### config.mk
export PLATFORM = sky130hd
export DESIGN_NAME = mem_subsys_top
export DESIGN_NICKNAME = d
export VERILOG_FILES = /design/src/common/axi_pkg.sv /design/src/arbiter/axi_read_arbiter.sv /design/src/xbar/axi_xbar.sv /design/src/verilog/rtc_timer.sv /design/src/verilog/mem_subsys_top.sv
export VERILOG_INCLUDE_DIRS = /design/src /design/src/common
export SDC_FILE = /design/constraint.sdc
export NUM_CORES = 1
export LEC_CHECK = 0
export CAP_MARGIN = 20
export CORE_AREA = 2 2 175 177
export CTS_BUF_LIST = sky130_fd_sc_hd__clkbuf_2
export DETAILED_ROUTE_END_ITERATION = 10
export DIE_AREA = 0 0 177 179
export DONT_BUFFER_PORTS = 1
export GPL_TIMING_DRIVEN = 1
export PLACE_DENSITY = 0.5
export SYNTH_ARGS = -nofsm -noshare
export SYNTH_HDL_FRONTEND = slang
export SYNTH_HIERARCHICAL = 1
export SYNTH_SLANG_ARGS = --single-unit
export TNS_END_PERCENT = 5
### constraint.sdc
create_clock -name clk -period 5.1 [get_ports clk]
set_clock_uncertainty 0.05 [all_clocks]
set_input_delay 0.255 -clock clk [delete_from_list [all_inputs] [get_ports clk]]
set_output_delay 0.255 -clock clk [all_outputs]
set_load 0.02 [all_outputs]
### src/common/soc_config.svh
`ifndef SOC_CONFIG_SVH
`define SOC_CONFIG_SVH

// address map
`define RTC_PORT_ADDR 32'ha000_0048
`define RTC_PORT_SIZE 32'd8

// axi response codes
`define RESP_OKAY   2'b00
`define RESP_SLVERR 2'b10

// field widths
`define ADDR_W      32
`define DATA_W      32
`define STRB_W      4
`define RESP_W      2
`define LEN_W       8
`define AXI_SIZE_W  3
`define AXI_BURST_W 2

`endif

### src/common/axi_pkg.sv
`include "soc_config.svh"

package axi_pkg;

	typedef logic [`ADDR_W-1:0] addr_t;
	typedef logic [`DATA_W-1:0] data_t;
	typedef logic [`STRB_W-1:0] strb_t;
	typedef logic [`RESP_W-1:0] resp_t;
	// burst length minus one
	typedef logic [`LEN_W-1:0]  len_t;

	// read address, master to slave
	typedef struct packed {
		addr_t                   araddr;
		logic [`AXI_SIZE_W-1:0]  arsize;
		len_t                    arlen;
		logic [`AXI_BURST_W-1:0] arburst;
		logic                    arvalid;
	} ar_req_t;

	// read data, slave to master
	typedef struct packed {
		data_t rdata;
		resp_t rresp;
		logic  rlast;
		logic  rvalid;
	} r_resp_t;

	typedef struct packed {
		addr_t awaddr;
		logic  awvalid;
	} aw_req_t;

	typedef struct packed {
		data_t wdata;
		strb_t wstrb;
		logic  wvalid;
	} w_req_t;

	typedef struct packed {
		resp_t bresp;
		logic  bvalid;
	} b_resp_t;

	// read route held by the crossbar
	typedef enum logic [1:0] {
		IDLE,
		ROUTE_SOC,
		ROUTE_RTC
	} xbar_state_t;

	// owner of the shared read path
	typedef enum logic [1:0] {
		ARB_IDLE,
		GRANT_IFU,
		GRANT_LSU
	} arb_state_t;

endpackage

### src/arbiter/axi_read_arbiter.sv
`timescale 1ns/1ns

module axi_read_arbiter
	import axi_pkg::*;
(
	input  logic    clk,
	input  logic    rst,

	// instruction fetch master
	input  ar_req_t ifu_ar,
	output logic    ifu_arready,
	output r_resp_t ifu_r,
	input  logic    ifu_rready,

	// load/store master
	input  ar_req_t lsu_ar,
	output logic    lsu_arready,
	output r_resp_t lsu_r,
	input  logic    lsu_rready,

	// shared path toward the crossbar
	output ar_req_t xbar_ar,
	input  logic    xbar_arready,
	input  r_resp_t xbar_r,
	output logic    xbar_rready
);

	arb_state_t state;
	arb_state_t next_state;

	logic    granted;
	logic    ar_done;
	logic    ar_accept;
	logic    last_beat;
	ar_req_t sel_ar;
	logic    sel_rready;

	assign granted = (state != ARB_IDLE);

	// the granted master's request and ready
	assign sel_ar     = (state == GRANT_LSU) ? lsu_ar : ifu_ar;
	assign sel_rready = (state == GRANT_LSU) ? lsu_rready : ifu_rready;

	// one address per grant, further requests wait for the release
	assign ar_accept = granted && !ar_done && xbar_arready;
	assign last_beat = xbar_r.rvalid && xbar_rready && xbar_r.rlast;

	always_comb begin
		next_state = state;
		case (state)
			ARB_IDLE: begin
				// lsu wins a tie
				if (lsu_ar.arvalid) begin
					next_state = GRANT_LSU;
				end else if (ifu_ar.arvalid) begin
					next_state = GRANT_IFU;
				end
			end
			GRANT_IFU, GRANT_LSU: begin
				if (last_beat) begin
					next_state = ARB_IDLE;
				end
			end
			default: next_state = ARB_IDLE;
		endcase
	end

	always_ff @(posedge clk) begin
		if (rst) begin
			state   <= ARB_IDLE;
			ar_done <= 1'b0;
		end else begin
			state <= next_state;
			if (!granted || last_beat) begin
				ar_done <= 1'b0;
			end else if (xbar_ar.arvalid && xbar_arready) begin
				ar_done <= 1'b1;
			end
		end
	end

	always_comb begin
		xbar_ar     = '0;
		xbar_rready = 1'b0;
		if (granted) begin
			xbar_ar         = sel_ar;
			xbar_ar.arvalid = sel_ar.arvalid && !ar_done;
			xbar_rready     = sel_rready;
		end
	end

	// the loser sees no ready and no response
	assign ifu_arready = ar_accept && (state == GRANT_IFU);
	assign lsu_arready = ar_accept && (state == GRANT_LSU);
	assign ifu_r       = (state == GRANT_IFU) ? xbar_r : '0;
	assign lsu_r       = (state == GRANT_LSU) ? xbar_r : '0;

endmodule

### src/xbar/axi_xbar.sv
`timescale 1ns/1ns

`include "soc_config.svh"

module axi_xbar
	import axi_pkg::*;
(
	input  logic    clk,
	input  logic    rst,

	// upstream, from the arbiter and the lsu write path
	input  ar_req_t ar,
	output logic    arready,
	output r_resp_t r,
	input  logic    rready,
	input  aw_req_t aw,
	output logic    awready,
	input  w_req_t  w,
	output logic    wready,
	output b_resp_t b,
	input  logic    bready,

	// soc bus
	output ar_req_t soc_ar,
	input  logic    soc_arready,
	input  r_resp_t soc_r,
	output logic    soc_rready,
	output aw_req_t soc_aw,
	input  logic    soc_awready,
	output w_req_t  soc_w,
	input  logic    soc_wready,
	input  b_resp_t soc_b,
	output logic    soc_bready,

	// rtc, read only
	output ar_req_t rtc_ar,
	input  logic    rtc_arready,
	input  r_resp_t rtc_r,
	output logic    rtc_rready
);

	xbar_state_t state;
	xbar_state_t next_state;

	logic hit_rtc;

	// rtc window decode
	assign hit_rtc = (ar.araddr >= `RTC_PORT_ADDR) &&
		(ar.araddr < `RTC_PORT_ADDR + `RTC_PORT_SIZE);

	always_comb begin
		next_state = state;
		case (state)
			IDLE: begin
				if (ar.arvalid) begin
					next_state = hit_rtc ? ROUTE_RTC : ROUTE_SOC;
				end
			end
			ROUTE_SOC: begin
				if (soc_r.rvalid && rready && soc_r.rlast) begin
					next_state = IDLE;
				end
			end
			ROUTE_RTC: begin
				// the rtc answers with a single beat
				if (rtc_r.rvalid && rready) begin
					next_state = IDLE;
				end
			end
			default: next_state = IDLE;
		endcase
	end

	always_ff @(posedge clk) begin
		if (rst) begin
			state <= IDLE;
		end else begin
			state <= next_state;
		end
	end

	// read steering, idle slave sees all zeros
	always_comb begin
		arready    = 1'b0;
		r          = '0;
		soc_ar     = '0;
		soc_rready = 1'b0;
		rtc_ar     = '0;
		rtc_rready = 1'b0;
		case (state)
			ROUTE_SOC: begin
				soc_ar     = ar;
				arready    = soc_arready;
				r          = soc_r;
				soc_rready = rready;
			end
			ROUTE_RTC: begin
				rtc_ar     = ar;
				arready    = rtc_arready;
				r          = rtc_r;
				r.rlast    = 1'b1;
				rtc_rready = rready;
			end
			default: begin
				arready = 1'b0;
			end
		endcase
	end

	// write channels go straight to the soc bus
	assign soc_aw     = aw;
	assign awready    = soc_awready;
	assign soc_w      = w;
	assign wready     = soc_wready;
	assign b          = soc_b;
	assign soc_bready = bready;

endmodule

### src/verilog/rtc_timer.sv
`timescale 1ns/1ns

`include "soc_config.svh"

module rtc_timer
	import axi_pkg::*;
(
	input  logic    clk,
	input  logic    rst,
	input  ar_req_t ar,
	output logic    arready,
	output r_resp_t r,
	input  logic    rready
);

	logic [63:0] count;
	data_t       shadow_hi;
	data_t       rdata;
	logic        busy;
	addr_t       offset;
	logic        ar_fire;

	// free running cycle counter
	always_ff @(posedge clk) begin
		if (rst) begin
			count <= '0;
		end else begin
			count <= count + 64'd1;
		end
	end

	assign offset  = ar.araddr - `RTC_PORT_ADDR;
	assign arready = !busy;
	assign ar_fire = ar.arvalid && arready;

	always_ff @(posedge clk) begin
		if (rst) begin
			busy <= 1'b0;
		end else if (ar_fire) begin
			busy <= 1'b1;
		end else if (busy && rready) begin
			busy <= 1'b0;
		end
	end

	// low word read latches the upper half so a later high read matches it
	always_ff @(posedge clk) begin
		if (ar_fire) begin
			if (offset[2]) begin
				rdata <= shadow_hi;
			end else begin
				rdata     <= count[31:0];
				shadow_hi <= count[63:32];
			end
		end
	end

	assign r.rdata  = rdata;
	assign r.rresp  = `RESP_OKAY;
	assign r.rlast  = 1'b1;
	assign r.rvalid = busy;

endmodule

### src/verilog/mem_subsys_top.sv
`timescale 1ns/1ns

module mem_subsys_top
	import axi_pkg::*;
(
	input  logic    clk,
	input  logic    rst,

	// instruction fetch master, read only
	input  ar_req_t ifu_ar,
	output logic    ifu_arready,
	output r_resp_t ifu_r,
	input  logic    ifu_rready,

	// load/store master
	input  ar_req_t lsu_ar,
	output logic    lsu_arready,
	output r_resp_t lsu_r,
	input  logic    lsu_rready,
	input  aw_req_t lsu_aw,
	output logic    lsu_awready,
	input  w_req_t  lsu_w,
	output logic    lsu_wready,
	output b_resp_t lsu_b,
	input  logic    lsu_bready,

	// external soc bus
	output ar_req_t soc_ar,
	input  logic    soc_arready,
	input  r_resp_t soc_r,
	output logic    soc_rready,
	output aw_req_t soc_aw,
	input  logic    soc_awready,
	output w_req_t  soc_w,
	input  logic    soc_wready,
	input  b_resp_t soc_b,
	output logic    soc_bready
);

	ar_req_t xbar_ar;
	logic    xbar_arready;
	r_resp_t xbar_r;
	logic    xbar_rready;

	ar_req_t rtc_ar;
	logic    rtc_arready;
	r_resp_t rtc_r;
	logic    rtc_rready;

	axi_read_arbiter u_arbiter (
		.clk          (clk),
		.rst          (rst),
		.ifu_ar       (ifu_ar),
		.ifu_arready  (ifu_arready),
		.ifu_r        (ifu_r),
		.ifu_rready   (ifu_rready),
		.lsu_ar       (lsu_ar),
		.lsu_arready  (lsu_arready),
		.lsu_r        (lsu_r),
		.lsu_rready   (lsu_rready),
		.xbar_ar      (xbar_ar),
		.xbar_arready (xbar_arready),
		.xbar_r       (xbar_r),
		.xbar_rready  (xbar_rready)
	);

	axi_xbar u_xbar (
		.clk         (clk),
		.rst         (rst),
		.ar          (xbar_ar),
		.arready     (xbar_arready),
		.r           (xbar_r),
		.rready      (xbar_rready),
		.aw          (lsu_aw),
		.awready     (lsu_awready),
		.w           (lsu_w),
		.wready      (lsu_wready),
		.b           (lsu_b),
		.bready      (lsu_bready),
		.soc_ar      (soc_ar),
		.soc_arready (soc_arready),
		.soc_r       (soc_r),
		.soc_rready  (soc_rready),
		.soc_aw      (soc_aw),
		.soc_awready (soc_awready),
		.soc_w       (soc_w),
		.soc_wready  (soc_wready),
		.soc_b       (soc_b),
		.soc_bready  (soc_bready),
		.rtc_ar      (rtc_ar),
		.rtc_arready (rtc_arready),
		.rtc_r       (rtc_r),
		.rtc_rready  (rtc_rready)
	);

	rtc_timer u_rtc (
		.clk     (clk),
		.rst     (rst),
		.ar      (rtc_ar),
		.arready (rtc_arready),
		.r       (rtc_r),
		.rready  (rtc_rready)
	);

endmodule

# Yosys cells after proc, flatten, opt, wreduce, memory -nomap -nowiden
# Index checks and enable logic that the tools add are counted.
dict set report op_classes {
  n_addsub 2
  magnitude_cmp 2
  eq_ne 9
  mux 24
  n_bitwise 1
  reduce_logical 27
}
# op count
set ops {}
lappend ops {{$mux 46} 3}
lappend ops {{$mux 36} 2}
lappend ops {{$pmux 36 s2} 1}
lappend ops {{$add 64x1->64 const B} 1}
lappend ops {{$ge 32x32->1 const B} 1}
lappend ops {{$lt 32x32->1 const B} 1}
lappend ops {{$mux 32} 1}
lappend ops {{$mux 17} 1}
lappend ops {{$logic_and 1x1->1} 14}
lappend ops {{$mux 2} 7}
lappend ops {{$mux 1} 6}
lappend ops {{$ne 2x1->1 const B} 3}
lappend ops {{$pmux 2 s3} 1}
lappend ops {{$eq 2x1->1 const B} 2}
lappend ops {{$eq 2x2->1 const B} 2}
lappend ops {{$logic_not 2->1} 2}
lappend ops {{$pmux 2 s2} 1}
lappend ops {{$reduce_and 2->1} 2}
lappend ops {{$reduce_bool 2->1} 2}
lappend ops {{$reduce_or 2->1} 2}
lappend ops {{$logic_not 1->1} 3}
lappend ops {{$ne 3x3->1 const B} 1}
lappend ops {{$reduce_and 3->1} 1}
lappend ops {{$sub 3x1->3 const B} 1}
lappend ops {{4 further kinds} 4}
dict set report word_totals {
  ff_bits 134
  inputBits 209
  out_inout_bits 197
  wordCells 72
}

# Depth between registers and ports, before layout
# Gate-level depths: netlist of the first run.
dict set report depth {
  ltp_word 9
  depth_mapped 11
  depth_no_buf 8
}

# By module
# Netlist of the first run, hierarchy kept.
# module n_inst cells_each area_each_um2
set by_module_without_submodules {}
lappend by_module_without_submodules {rtc_timer 1 477 5401.4}
lappend by_module_without_submodules {axi_xbar 1 292 1968.1}
lappend by_module_without_submodules {axi_read_arbiter 1 209 1472.7}

# Worst setup path before layout of the first run
# OpenSTA, ideal clock, no wires.
dict set report synth_timing {
  kind {flip-flop to flip-flop}
  from {register u_arbiter.state[0]}
  to {register u_rtc.shadow_hi[0] (enable)}
  setup_time_ps 424
  arrival_ps 4360
  t_required_ps 4626
  path_slack_ps 266
  path_stages_with_launch 9
  n_path_buf 2
  period_less_slack_ps 4834
  cell_sequence {dfxtp_1 -> inv_1 -> ha_1 -> buf_4 -> buf_4 -> nor3_1 -> and2_2 -> nor2b_1 -> nor2b_1}
}
# item line_no
set synth_lines {}
lappend synth_lines {{start: declaration} axi_read_arbiter.sv:28} ;# arb_state_t state;
lappend synth_lines {{start signal: assignment} axi_read_arbiter.sv:73} ;# state <= next_state;
lappend synth_lines {{end signal: assignment} rtc_timer.sv:53} ;# shadow_hi <= count[63:32];
lappend synth_lines {{end: declaration} rtc_timer.sv:17} ;# data_t shadow_hi;

# Worst setup path in the final report of the first run
dict set report layout_timing {
  from {register u_arbiter.state[0]}
  to {register u_xbar.state[0]}
}
# item line_no
set layout_lines {}
lappend layout_lines {{$eq 2x2->1} axi_read_arbiter.sv:42} ;# assign sel_rready = (state == GRANT_LSU) ? lsu_rready : ifu_rready;
lappend layout_lines {{$mux 1} axi_read_arbiter.sv:42}
lappend layout_lines {{$mux 1 (*)} axi_read_arbiter.sv:85} ;# if (granted) begin
lappend layout_lines {{via xbar_rready} mem_subsys_top.sv:43} ;# logic xbar_rready;
lappend layout_lines {{$logic_and 1x1->1 (2 in a row)} axi_xbar.sv:60} ;# if (soc_r.rvalid && rready && soc_r.rlast) begin
lappend layout_lines {{$ne 2x1->1 (no line)} --}
lappend layout_lines {{$reduce_and 3->1 (no line) (*)} --}
lappend layout_lines {{end signal: assignment} axi_xbar.sv:78} ;# state <= next_state;
lappend layout_lines {{end: declaration} axi_xbar.sv:42} ;# xbar_state_t state;
# The timed path passes the listed nets; every way through them passes the cells marked *. The select of a mux whose other input is x is not followed.
# A chain may end at the register's enable or synchronous reset.

==> summary.md, run 1 <==
| Metric | Value |
|---|---|
| Pwr dens | `329 nW/µm²` |
| Last weighted congestion value of the routability-driven placer | `roughly 0.83` |
| Share of the clock period used by the worst path after layout | `82.4%` |
| Run status | `finished, final reports clean` |
| Critical path required time | `5.67 ns` |
| Classification of the worst setup path | `flop to flop` |
| Routed Antenna Nets | `0` |
| RSZ-0062 raised after global routing | `false` |
| Final setup violation count | `0` |
| Root buffer selected by CTS | `clkbuf_2` |
| CTS tree | `built` |
| Maximum number of pins on one net before global-route repair | `72` |
| Number of maximum-capacitance violations | `0` |
| Final core utilization | `~29%` |
| Synth warnings | `6` |
| Die Span X | `177 µm` |
| Overall power | `2850 µW` |
| Register clock-pin slew on the reported worst setup and hold paths | `0.22 ns` |
| Total CTS buffers | `17` |
| Total area of multi-input combinational cells | `between 4000 and 5000 µm²` |
| Final hold slack | `0.146 ns` |
| Fill cell total of the finished layout | `3,201` |
| Vias post-DR | `6,344` |
| Final slew viol count | `0` |
| Top cell by count, worst path | `dlygate4sd3_1` |
| FF+latch area | `3320 µm²` |
| First-pass GRT wire length | `37,800 µm` |
| Initial detailed-routing violation count | `479` |
| Global Route Usage Sum | `16.5%` |
| Leakage power of the design | `0.00273 µW` |
| Hold Crit Class | `input pin to flop` |
| Final period demand of the worst path | `4.20 ns` |
| Port Buffers | `0` |
| Final setup TNS | `0 ns` |
| CTS Hold Bufs | `14` |
| Mean area per synthesized cell | `a little over 9 µm²` |
| CTS Buffer Depth | `2` |
| Std-Cell Core Area | `30,000 µm²` |
| Post-detailed-route wirelength per cell | `21.9 µm` |
| Netlist area before placement | `8540 µm²` |
| Worst vdd ir | `about 0.00017 V` |
| Peak clock frequency supported by timing | `around 240 MHz` |
| Type of origin of the critical path | `flop` |
| Largest fanout on the critical path | `69` |
| Number of buffers inserted to repair setup after CTS | `0` |
| Die Height | `179 µm` |
| Largest stage delay on the critical path | `0.68 ns` |
| Highest-delay cell along the critical path | `buf_4` |
| Final Hold Vio Count | `0` |
| Proportion of layout cells with a drive suffix above 1 | `11.1%` |
| Via count of the first global-routing pass | `5,906` |
| First drt pass iteration count | `5` |
| Number of top-level design ports | `406` |
| Initial antenna violation count | `2` |
| Worst-skew pair later-pin latency | `roughly 0.69 ns` |
| CTS H-Tree Depth | `4` |
| Rows | `64` |
| Register-to-register setup slack | `0.90 ns` |
| Total routed wirelength | `27,300 µm` |
| Data arrival time of the critical path | `4.77 ns` |
| Initial cell density of the core | `28.5%` |
| Layout Nets | `~1,100` |
| Half-perimeter wire length after detailed placement | `21,100 µm` |
| Vias per inst | `5.08` |
| Number of DRC violations after detailed routing | `0` |
| Floorplan die area | `approximately 32,000 µm²` |
| Total number of clock tree sinks | `134` |
| Count of mapped cells out of synthesis | `929` |
| Overflow after GRT | `0` |
| Pin slew with the least headroom to its limit | `roughly 1 ns` |
| Type of destination of the critical path | `flop` |
| Layout overhead on the synthesized area | `1.54%` |
| Post_cts resized | `0` |
| Worst path cell trace | `inv_1 > ha_4 > buf_4 > mux2i_1 > nor2_1 > nand3_1 > dlygate4sd3_1 > a222oi_1 > o211ai_1 > dlygate4sd3_1 > o31ai_1` |
| Max_slew headroom | `about a third` |
metal layers:
metal / GRT usage [%] / vias to the layer above / wire length (µm)
met5: 1.92 / - / 85
met1: 20.3 / 3022 / 11600
met2: 26.5 / 301 / 13000
met3: 6.00 / 23 / 2250
met4: 5.27 / 2 / 486
li1: - / 2996 / -
path summary, 6_finish.rpt:
kind	start	end	cells past startpoint
setup / recovery	u_arbiter/state[0]	u_xbar/state[0]	11
hold / removal	soc_r[1]	u_arbiter/state[1]	5
setup reg to reg	u_arbiter/state[0]	u_xbar/state[0]	11
hold reg to reg	u_rtc/count[63]	u_rtc/shadow_hi[31]	0
area by class of cell:
type | instances | share of cell area (%)
diodes | 3 | 0.0865
inverters | 15 | 0.649
clock buffers | 18 | 1.04
repair buffers | 24 | 2.68
multi-input cells | 645 | 49.3
clock inverters | 14 | 2.28
well taps | 396 | 5.71
flip-flops and latches | 134 | 38.3
power by group:
| group | total, µW | internal (µW) | switching, µW |
|---|---|---|---|
| Clock | 743 | 329 | 414 |
| Combinational | 969 | 341 | 628 |
| Sequential | 1140 | 1130 | 10.5 |
cell usage in the layout, fill, tap and decap left out, drive strengths merged, types with 2 or more instances in the layout:
| cell | count |
|---|---|
| a21oi | 35 |
| a22oi | 36 |
| and2 | 123 |
| and3 | 7 |
| buf | 11 |
| bufinv | 4 |
| clkbuf | 18 |
| clkinv | 2 |
| clkinvlp | 4 |
| conb | 2 |
| dfxtp | 70 |
| diode | 3 |
| dlygate4sd3 | 13 |
| edfxtp | 64 |
| ha | 7 |
| inv | 19 |
| mux2 | 30 |
| mux2i | 47 |
| nand2 | 31 |
| nand3 | 26 |
| nand4 | 25 |
| nor2 | 92 |
| nor2b | 45 |
| nor3 | 11 |
| nor4 | 11 |
| nor4b | 2 |
| o21ai | 27 |
| o31ai | 12 |
| or3 | 24 |
| or4 | 13 |
| xnor2 | 7 |
| xor2 | 21 |
state kept, by name, indices dropped and copies added, names as in the netlist:
signal,count
u_rtc/count,64
u_rtc/rdata,32
u_rtc/shadow_hi,32
u_arbiter/state,2
u_xbar/state,2
u_arbiter/ar_done,1
u_rtc/busy,1
through the flow:
stage	cell area [µm²]	worst slack (ns)	std cells
after floorplan	8550	0.266	930
after global placement	8220	2.08	1200
after detailed placement	8220	2.00	1200
after CTS	8670	0.904	1246
after global routing	8670	0.576	1248
final	8680	0.900	1249
worst max-delay path, delay by kind of cell (launching register included):
family	cells	cell delay [ns]
adder cells (fa/ha/maj)	1	0.27
multiplexers	1	0.27
buffers and inverters	4	1.95
flip-flops	1	0.38
AND/OR/NAND/NOR	2	0.38
AO/OA/AOI/OAI	3	0.77
Power figures use the tool's default switching activity.
==> run 2: changes to the inputs <==
- clock period: 5.1 -> 3.8 ns (I/O delays scaled with it)
==> summary.md, run 2 (same netlist as run 1, synthesis figures left out) <==
| Metric | Value |
|---|---|
| Total number of clock tree sinks | `134 (unchanged)` |
| Final setup TNS | `0 ns (unchanged)` |
| Number of maximum-capacitance violations | `0 (unchanged)` |
| Final std cell area, no fill | `8680 µm² (+0.10%)` |
| Data arrival time of the critical path | `4.12 ns (-0.65 ns)` |
| CTS tree | `built` |
| Register clock-pin slew on the reported worst setup and hold paths | `0.21 ns (about the same)` |
| Launch point of the worst reg-to-reg path | `u_arbiter/state[0]` |
| Via count of the first global-routing pass | `5,896 (-0.17%)` |
| CTS H-Tree Depth | `4 (unchanged)` |
| Final period demand of the worst path | `3.58 ns (-0.619 ns)` |
| Vias post-DR | `6,271 (-1.2%)` |
| Clock share of power | `21.2% (-4.9 points)` |
| Die Span X | `177 µm (unchanged)` |
| Pwr dens | `423 nW/µm² (+29%)` |
| Switch Pwr | `1420 µW (+35%)` |
| Relative contribution of combinational cells to total power | `37.2% (+3.2 points)` |
| Final setup violation count | `0 (unchanged)` |
| Rows | `64 (unchanged)` |
| FF+latch area | `3320 µm² (unchanged)` |
| Maximum number of pins on one net before global-route repair | `72 (unchanged)` |
| Std-Cell Core Area | `30,000 µm² (unchanged)` |
| Number of top-level design ports | `406 (unchanged)` |
| CTS Buffer Depth | `2 (unchanged)` |
| Port Buffers | `0 (unchanged)` |
| Worst-skew pair later-pin latency | `0.68 ns (about the same)` |
| Share of total power consumed by net switching | `38.7% (+1.7 points)` |
| Initial antenna violation count | `4 (+2)` |
| Register-to-register setup slack | `0.22 ns (-0.68 ns)` |
| End of the worst register-to-register path | `u_xbar/state[0]` |
| Relative contribution of sequential cells to total power | `41.6% (+1.6 points)` |
| Top library cells by usage in the layout, fill and taps aside | `and2_1 (121), nor2_1 (92), dfxtp_1 (70), edfxtp_1 (64), mux2i_1 (47)` |
| Floorplan die area | `31,700 µm² (unchanged)` |
| Classification of the worst setup path | `flop to flop` |
| Hold path depth | `6 (+1)` |
| Global Route Usage Sum | `16.5% (+0.033 points)` |
| Number of DRC violations after detailed routing | `0 (unchanged)` |
| Initial cell density of the core | `28.5% (unchanged)` |
| Worst vdd ir | `0.000154 V (-8.3%)` |
| Launch point of the critical path | `u_arbiter/state[0]` |
| Routed Antenna Nets | `0 (unchanged)` |
| Overflow after GRT | `0 (unchanged)` |
| RSZ-0062 raised after global routing | `false` |
| Largest fanout on the critical path | `40 (-42%)` |
| First drt pass iteration count | `5 (unchanged)` |
| Vias per inst | `4.98 (-1.9%)` |
| Last weighted congestion value of the routability-driven placer | `0.833 (about the same)` |
| Total CTS buffers | `17 (unchanged)` |
| Post-detailed-route wirelength per cell | `21.8 µm (-0.62%)` |
| Layout Nets | `1,062 (+0.85%)` |
| Share of the clock period used by the worst path after layout | `94.2% (+12 points)` |
| First-pass GRT wire length | `38,100 µm (+0.68%)` |
| Max_slew headroom | `29.3% (-3.8 points)` |
| Fill cell total of the finished layout | `3,195 (-0.19%)` |
| Final core utilization | `28.9% (+0.029 points)` |
| Most common cell after layout, fill and taps aside | `and2_1` |
| Leakage power of the design | `0.00276 µW (+1.1%)` |
| Type of origin of the critical path | `flop` |
| Top flop regs | `u_rtc/count x64, u_rtc/rdata x32, u_rtc/shadow_hi x32` |
| Final hold slack | `0.0930 ns (-0.0534 ns)` |
| Run status | `finished, final reports clean` |
| Hold Crit Class | `input pin to flop` |
| Root buffer selected by CTS | `clkbuf_2` |
| Total area of multi-input combinational cells | `4270 µm² (unchanged)` |
| Internal | `2250 µW (+25%)` |
| Half-perimeter wire length after detailed placement | `21,300 µm (+1.2%)` |
| Type of destination of the critical path | `flop` |
| Die Height | `179 µm (unchanged)` |
| Final Hold Vio Count | `0 (unchanged)` |
| Proportion of layout cells with a drive suffix above 1 | `11.5% (+0.47 points)` |
| Initial detailed-routing violation count | `406 (-15%)` |
| Cell area after placement | `8250 µm² (+0.27%)` |
| R2R depth | `11 (unchanged)` |
| Critical path destination | `u_xbar/state[0]` |
| Final slew viol count | `0 (unchanged)` |
| Max FFs per register | `64 (unchanged)` |
| Pin slew with the least headroom to its limit | `1.06 ns (+0.0572 ns)` |
| Total routed wirelength | `27,400 µm (about the same)` |
| Critical path required time | `4.34 ns (-1.33 ns)` |
| Register with the most flip-flops | `u_rtc/count` |
| Layout overhead on the synthesized area | `1.64%` |
| Peak clock frequency supported by timing | `279 MHz (+17%)` |
[run 2: how the worst min path moves through the flow]
stage / endpoint / start / slack [ns]
floorplan: u_xbar/state[0] / rst / 0.24
global placement: u_rtc/count[57] / rst / 0.23
detailed placement: u_rtc/count[58] / rst / 0.23
CTS: u_xbar/state[1] / ifu_ar[32] / 0.02
global route: u_xbar/state[1] / ifu_ar[32] / 0.05
finish: u_xbar/state[1] / ifu_ar[32] / 0.09
[run 2: cell type report]
cell class              instances  share of cell area, %
inverters                      15                  0.648
repair buffers                 33                   3.72
diodes                          3                 0.0864
clock buffers                  20                   1.15
flip-flops and latches        134                   38.3
clock inverters                12                   1.22
well taps                     396                   5.71
multi-input cells             645                   49.2
[run 2: critical path, stage by stage (launching register included)]
cell and delay [ns]:
dfxtp_1 0.37, inv_1 0.12, ha_4 0.37, buf_4 0.48, mux2i_1 0.23, dlygate4sd3_1 0.56, nor2_1 0.05, nor3_1 0.25
nand4_1 0.14, o211ai_1 0.19, o31ai_1 0.09, dlygate4sd3_1 0.55
[run 2: routing by layer]
metal  up-vias  GRT usage, %  part of all wire, %
li1       3017             -                    -
met1      2951          19.6                   42
met2       266          27.4                   48
met3        31          5.96                  7.9
met4         6          4.92                  1.8
met5         -          4.17                 0.68
[run 2: repair_timing]
action,CTS,global route
setup endpoints to repair,0,1
hold buffers,18,0
resized for setup,0,0
setup buffers,0,1
hold endpoints to repair,70,0
[run 2: power groups by stage]
stage	Clock, µW	Combinational (µW)	Sequential, µW
2_1_floorplan	0	1200	1550
3_3_place_gp	0	1280	1560
3_5_place_dp	0	1300	1560
4_1_cts	824	1360	1530
5_1_grt	886	1500	1530
6_report	779	1370	1530
[run 2: metrics by stage]
| step | total power, µW | std cells | setup slack [ns] |
|---|---|---|---|
| 6_report | 3680 | 1258 | 0.219 |
| 5_1_grt | 3920 | 1258 | 0.00595 |
| 4_1_cts | 3710 | 1253 | 0.0666 |
| 3_5_place_dp | 2860 | 1203 | 1.04 |
| 3_3_place_gp | 2840 | 1203 | 1.10 |
| 2_1_floorplan | 2760 | 930 | 0.105 |
==> run 3: changes to the inputs <==
- CTS_BUF_LIST: sky130_fd_sc_hd__clkbuf_2 -> not set
- GPL_TIMING_DRIVEN: 1 -> 0
==> summary.md, run 3 (same netlist as run 1, synthesis figures left out) <==
| Metric | Value |
|---|---|
| Final period demand of the worst path | `3.37 ns (-0.207 ns)` |
| Maximum number of pins on one net before global-route repair | `23 (-68%)` |
| Register clock-pin slew on the reported worst setup and hold paths | `0.06 ns (-0.15 ns)` |
| Top cell by count, worst path | `clkbuf_1` |
| Top flop regs | `u_rtc/count x64, u_rtc/rdata x32, u_rtc/shadow_hi x32` |
| Largest stage delay on the critical path | `0.45 ns (-0.11 ns)` |
| Worst path cell trace | `inv_1 > ha_1 > buf_6 > buf_12 > mux2i_1 > nor2_1 > and2_1 > clkbuf_1 > clkbuf_1 > nor2b_4 > buf_16` |
| Run status | `finished, final reports clean` |
| Final Hold Vio Count | `0 (unchanged)` |
| Vias post-DR | `7,022 (+12%)` |
| Pin slew with the least headroom to its limit | `0.975 ns (-0.0855 ns)` |
| Overall power | `4970 µW (+35%)` |
| Critical path required time | `3.88 ns (-0.46 ns)` |
| Overflow after GRT | `0 (unchanged)` |
| Floorplan die area | `31,700 µm² (unchanged)` |
| Final setup violation count | `0 (unchanged)` |
| Last weighted congestion value of the routability-driven placer | `0.872 (+4.7%)` |
| Routed Antenna Nets | `0 (unchanged)` |
| Critical path destination | `u_rtc/shadow_hi[31]` |
| Die Span X | `177 µm (unchanged)` |
| Initial cell density of the core | `28.5% (unchanged)` |
| Final slew viol count | `0 (unchanged)` |
| Number of buffers inserted to repair setup after CTS | `0 (unchanged)` |
| Top library cells by usage in the layout, fill and taps aside | `and2_1 (121), nor2_1 (92), buf_4 (81), dfxtp_1 (70), edfxtp_1 (64)` |
| R2R depth | `11 (unchanged)` |
| Leakage power of the design | `0.00333 µW (+21%)` |
| Type of destination of the critical path | `flop` |
| Number of maximum-capacitance violations | `0 (unchanged)` |
| Worst vdd ir | `0.000250 V (+63%)` |
| Initial detailed-routing violation count | `689 (+70%)` |
| Total routed wirelength | `32,200 µm (+18%)` |
| Total CTS buffers | `17 (unchanged)` |
| Root buffer selected by CTS | `clkbuf_16` |
| Total area of multi-input combinational cells | `4270 µm² (-0.18%)` |
| Layout Nets | `1,169 (+10%)` |
| Pwr dens | `508 nW/µm² (+20%)` |
| Fill cell total of the finished layout | `3,142 (-1.7%)` |
| Largest fanout on the critical path | `22 (-45%)` |
| Register with the most flip-flops | `u_rtc/count` |
| Post-detailed-route wirelength per cell | `23.6 µm (+8.4%)` |
| CTS Buffer Depth | `2 (unchanged)` |
| Global Route Usage Sum | `19.4% (+2.9 points)` |
| Rows | `64 (unchanged)` |
| Die Height | `179 µm (unchanged)` |
| Number of top-level design ports | `406 (unchanged)` |
| Worst-skew pair later-pin latency | `0.42 ns (-0.26 ns)` |
| Peak clock frequency supported by timing | `296 MHz (+6.1%)` |
| Classification of the worst setup path | `flop to flop` |
| FF+latch area | `3320 µm² (unchanged)` |
| Type of origin of the critical path | `flop` |
| Initial antenna violation count | `7 (+3)` |
| Launch point of the critical path | `u_arbiter/state[0]` |
| First-pass GRT wire length | `43,700 µm (+15%)` |
| Most common cell after layout, fill and taps aside | `and2_1` |
| Max_slew headroom | `35.0% (+5.7 points)` |
| CTS H-Tree Depth | `4 (unchanged)` |
| Half-perimeter wire length after detailed placement | `26,100 µm (+22%)` |
| Layout overhead on the synthesized area | `14.4%` |
| Final hold slack | `0.0238 ns (-0.0691 ns)` |
| Launch point of the worst reg-to-reg path | `u_arbiter/state[0]` |
| First drt pass iteration count | `6 (+1)` |
| Share of the clock period used by the worst path after layout | `88.8% (-5.5 points)` |
| RSZ-0062 raised after global routing | `false` |
| End of the worst register-to-register path | `u_rtc/shadow_hi[31]` |
| Port Buffers | `0 (unchanged)` |
| Max FFs per register | `64 (unchanged)` |
| Vias per inst | `5.14 (+3.1%)` |
| Total number of clock tree sinks | `134 (unchanged)` |
| Number of DRC violations after detailed routing | `0 (unchanged)` |
| CTS tree | `built` |
| Data arrival time of the critical path | `3.45 ns (-0.67 ns)` |
| Register-to-register setup slack | `0.43 ns (+0.21 ns)` |
| Via count of the first global-routing pass | `6,455 (+9.5%)` |
| Hold Crit Class | `input pin to flop` |
| Proportion of layout cells with a drive suffix above 1 | `18.8% (+7.3 points)` |
| Highest-delay cell along the critical path | `nor2b_4` |
| Std-Cell Core Area | `30,000 µm² (unchanged)` |
-- run 3: cell count changes in the layout (fill, tap and decap cells not counted), sizes merged --
cell / before / now
buf: 16 / 105
bufinv: 1 / 4
clkbuf: 20 / 51
clkinv: 9 / 4
clkinvlp: 0 / 2
diode: 3 / 4
dlygate4sd3: 17 / 2
inv: 17 / 19
-- run 3: cell type report --
cell class | instances | area share (%)
clock buffers | 18 | 4.39
inverters | 15 | 0.576
well taps | 396 | 5.07
flip-flops and latches | 134 | 34.0
plain buffers | 136 | 9.40
repair buffers | 4 | 0.768
diodes | 4 | 0.102
clock inverters | 14 | 2.04
multi-input cells | 645 | 43.6
-- run 3: how the worst min path moves through the flow --
stage	from	end	slack, ns	depth (start not counted)
floorplan	rst	u_xbar/state[0]	0.24	1
global placement	rst	u_xbar/state[0]	0.25	1
detailed placement	rst	u_xbar/state[0]	0.26	1
CTS	rst	u_arbiter/state[1]	0.007	3
global route	rst	u_arbiter/state[1]	0.05	3
finish	rst	u_arbiter/state[1]	0.02	3
-- run 3: report_power, final --
group	leakage [µW]	switching (µW)	total [µW]	internal, µW
sequential	0.00116	11.5	1530	1520
combinational	0.00187	1100	1680	586
clock	0.000301	651	1760	1110
-- run 3: critical path: cells and delay by family (launching register included) --
kind / cells / cell delay, ns
buf+inv: 6 / 1.41
flops: 1 / 0.32
fa+ha+maj: 1 / 0.26
simple gates: 3 / 0.73
mux: 1 / 0.28
-- run 3: metrics by stage --
stage | area [µm²] | setup TNS (ns) | cells | setup slack, ns | utilization (%)
after floorplan | 8550 | 0 | 930 | 0.105 | -
after global placement | 9050 | -37.60 | 1326 | -1.18 | 30.1
after detailed placement | 9110 | 0 | 1328 | 0.430 | 30.3
after CTS | 9760 | 0 | 1362 | 0.410 | 32.5
after global routing | 9770 | 0 | 1364 | 0.223 | 32.5
final | 9770 | 0 | 1366 | 0.426 | 32.5
-- run 3: per-layer routing --
layer / track usage (%) / up-vias / wire length, µm
li1: - / 3230 / -
met1: 23.4 / 3410 / 12800
met3: 4.71 / 54 / 2350
met4: 7.99 / 8 / 1070
met5: 0 / - / 54
met2: 32.9 / 320 / 15900
-- run 3: what timing repair did --
item | CTS | global route
endpoints found under the hold margin | 6 | 0
hold buffers | 2 | 0
gates resized for setup | 0 | 0
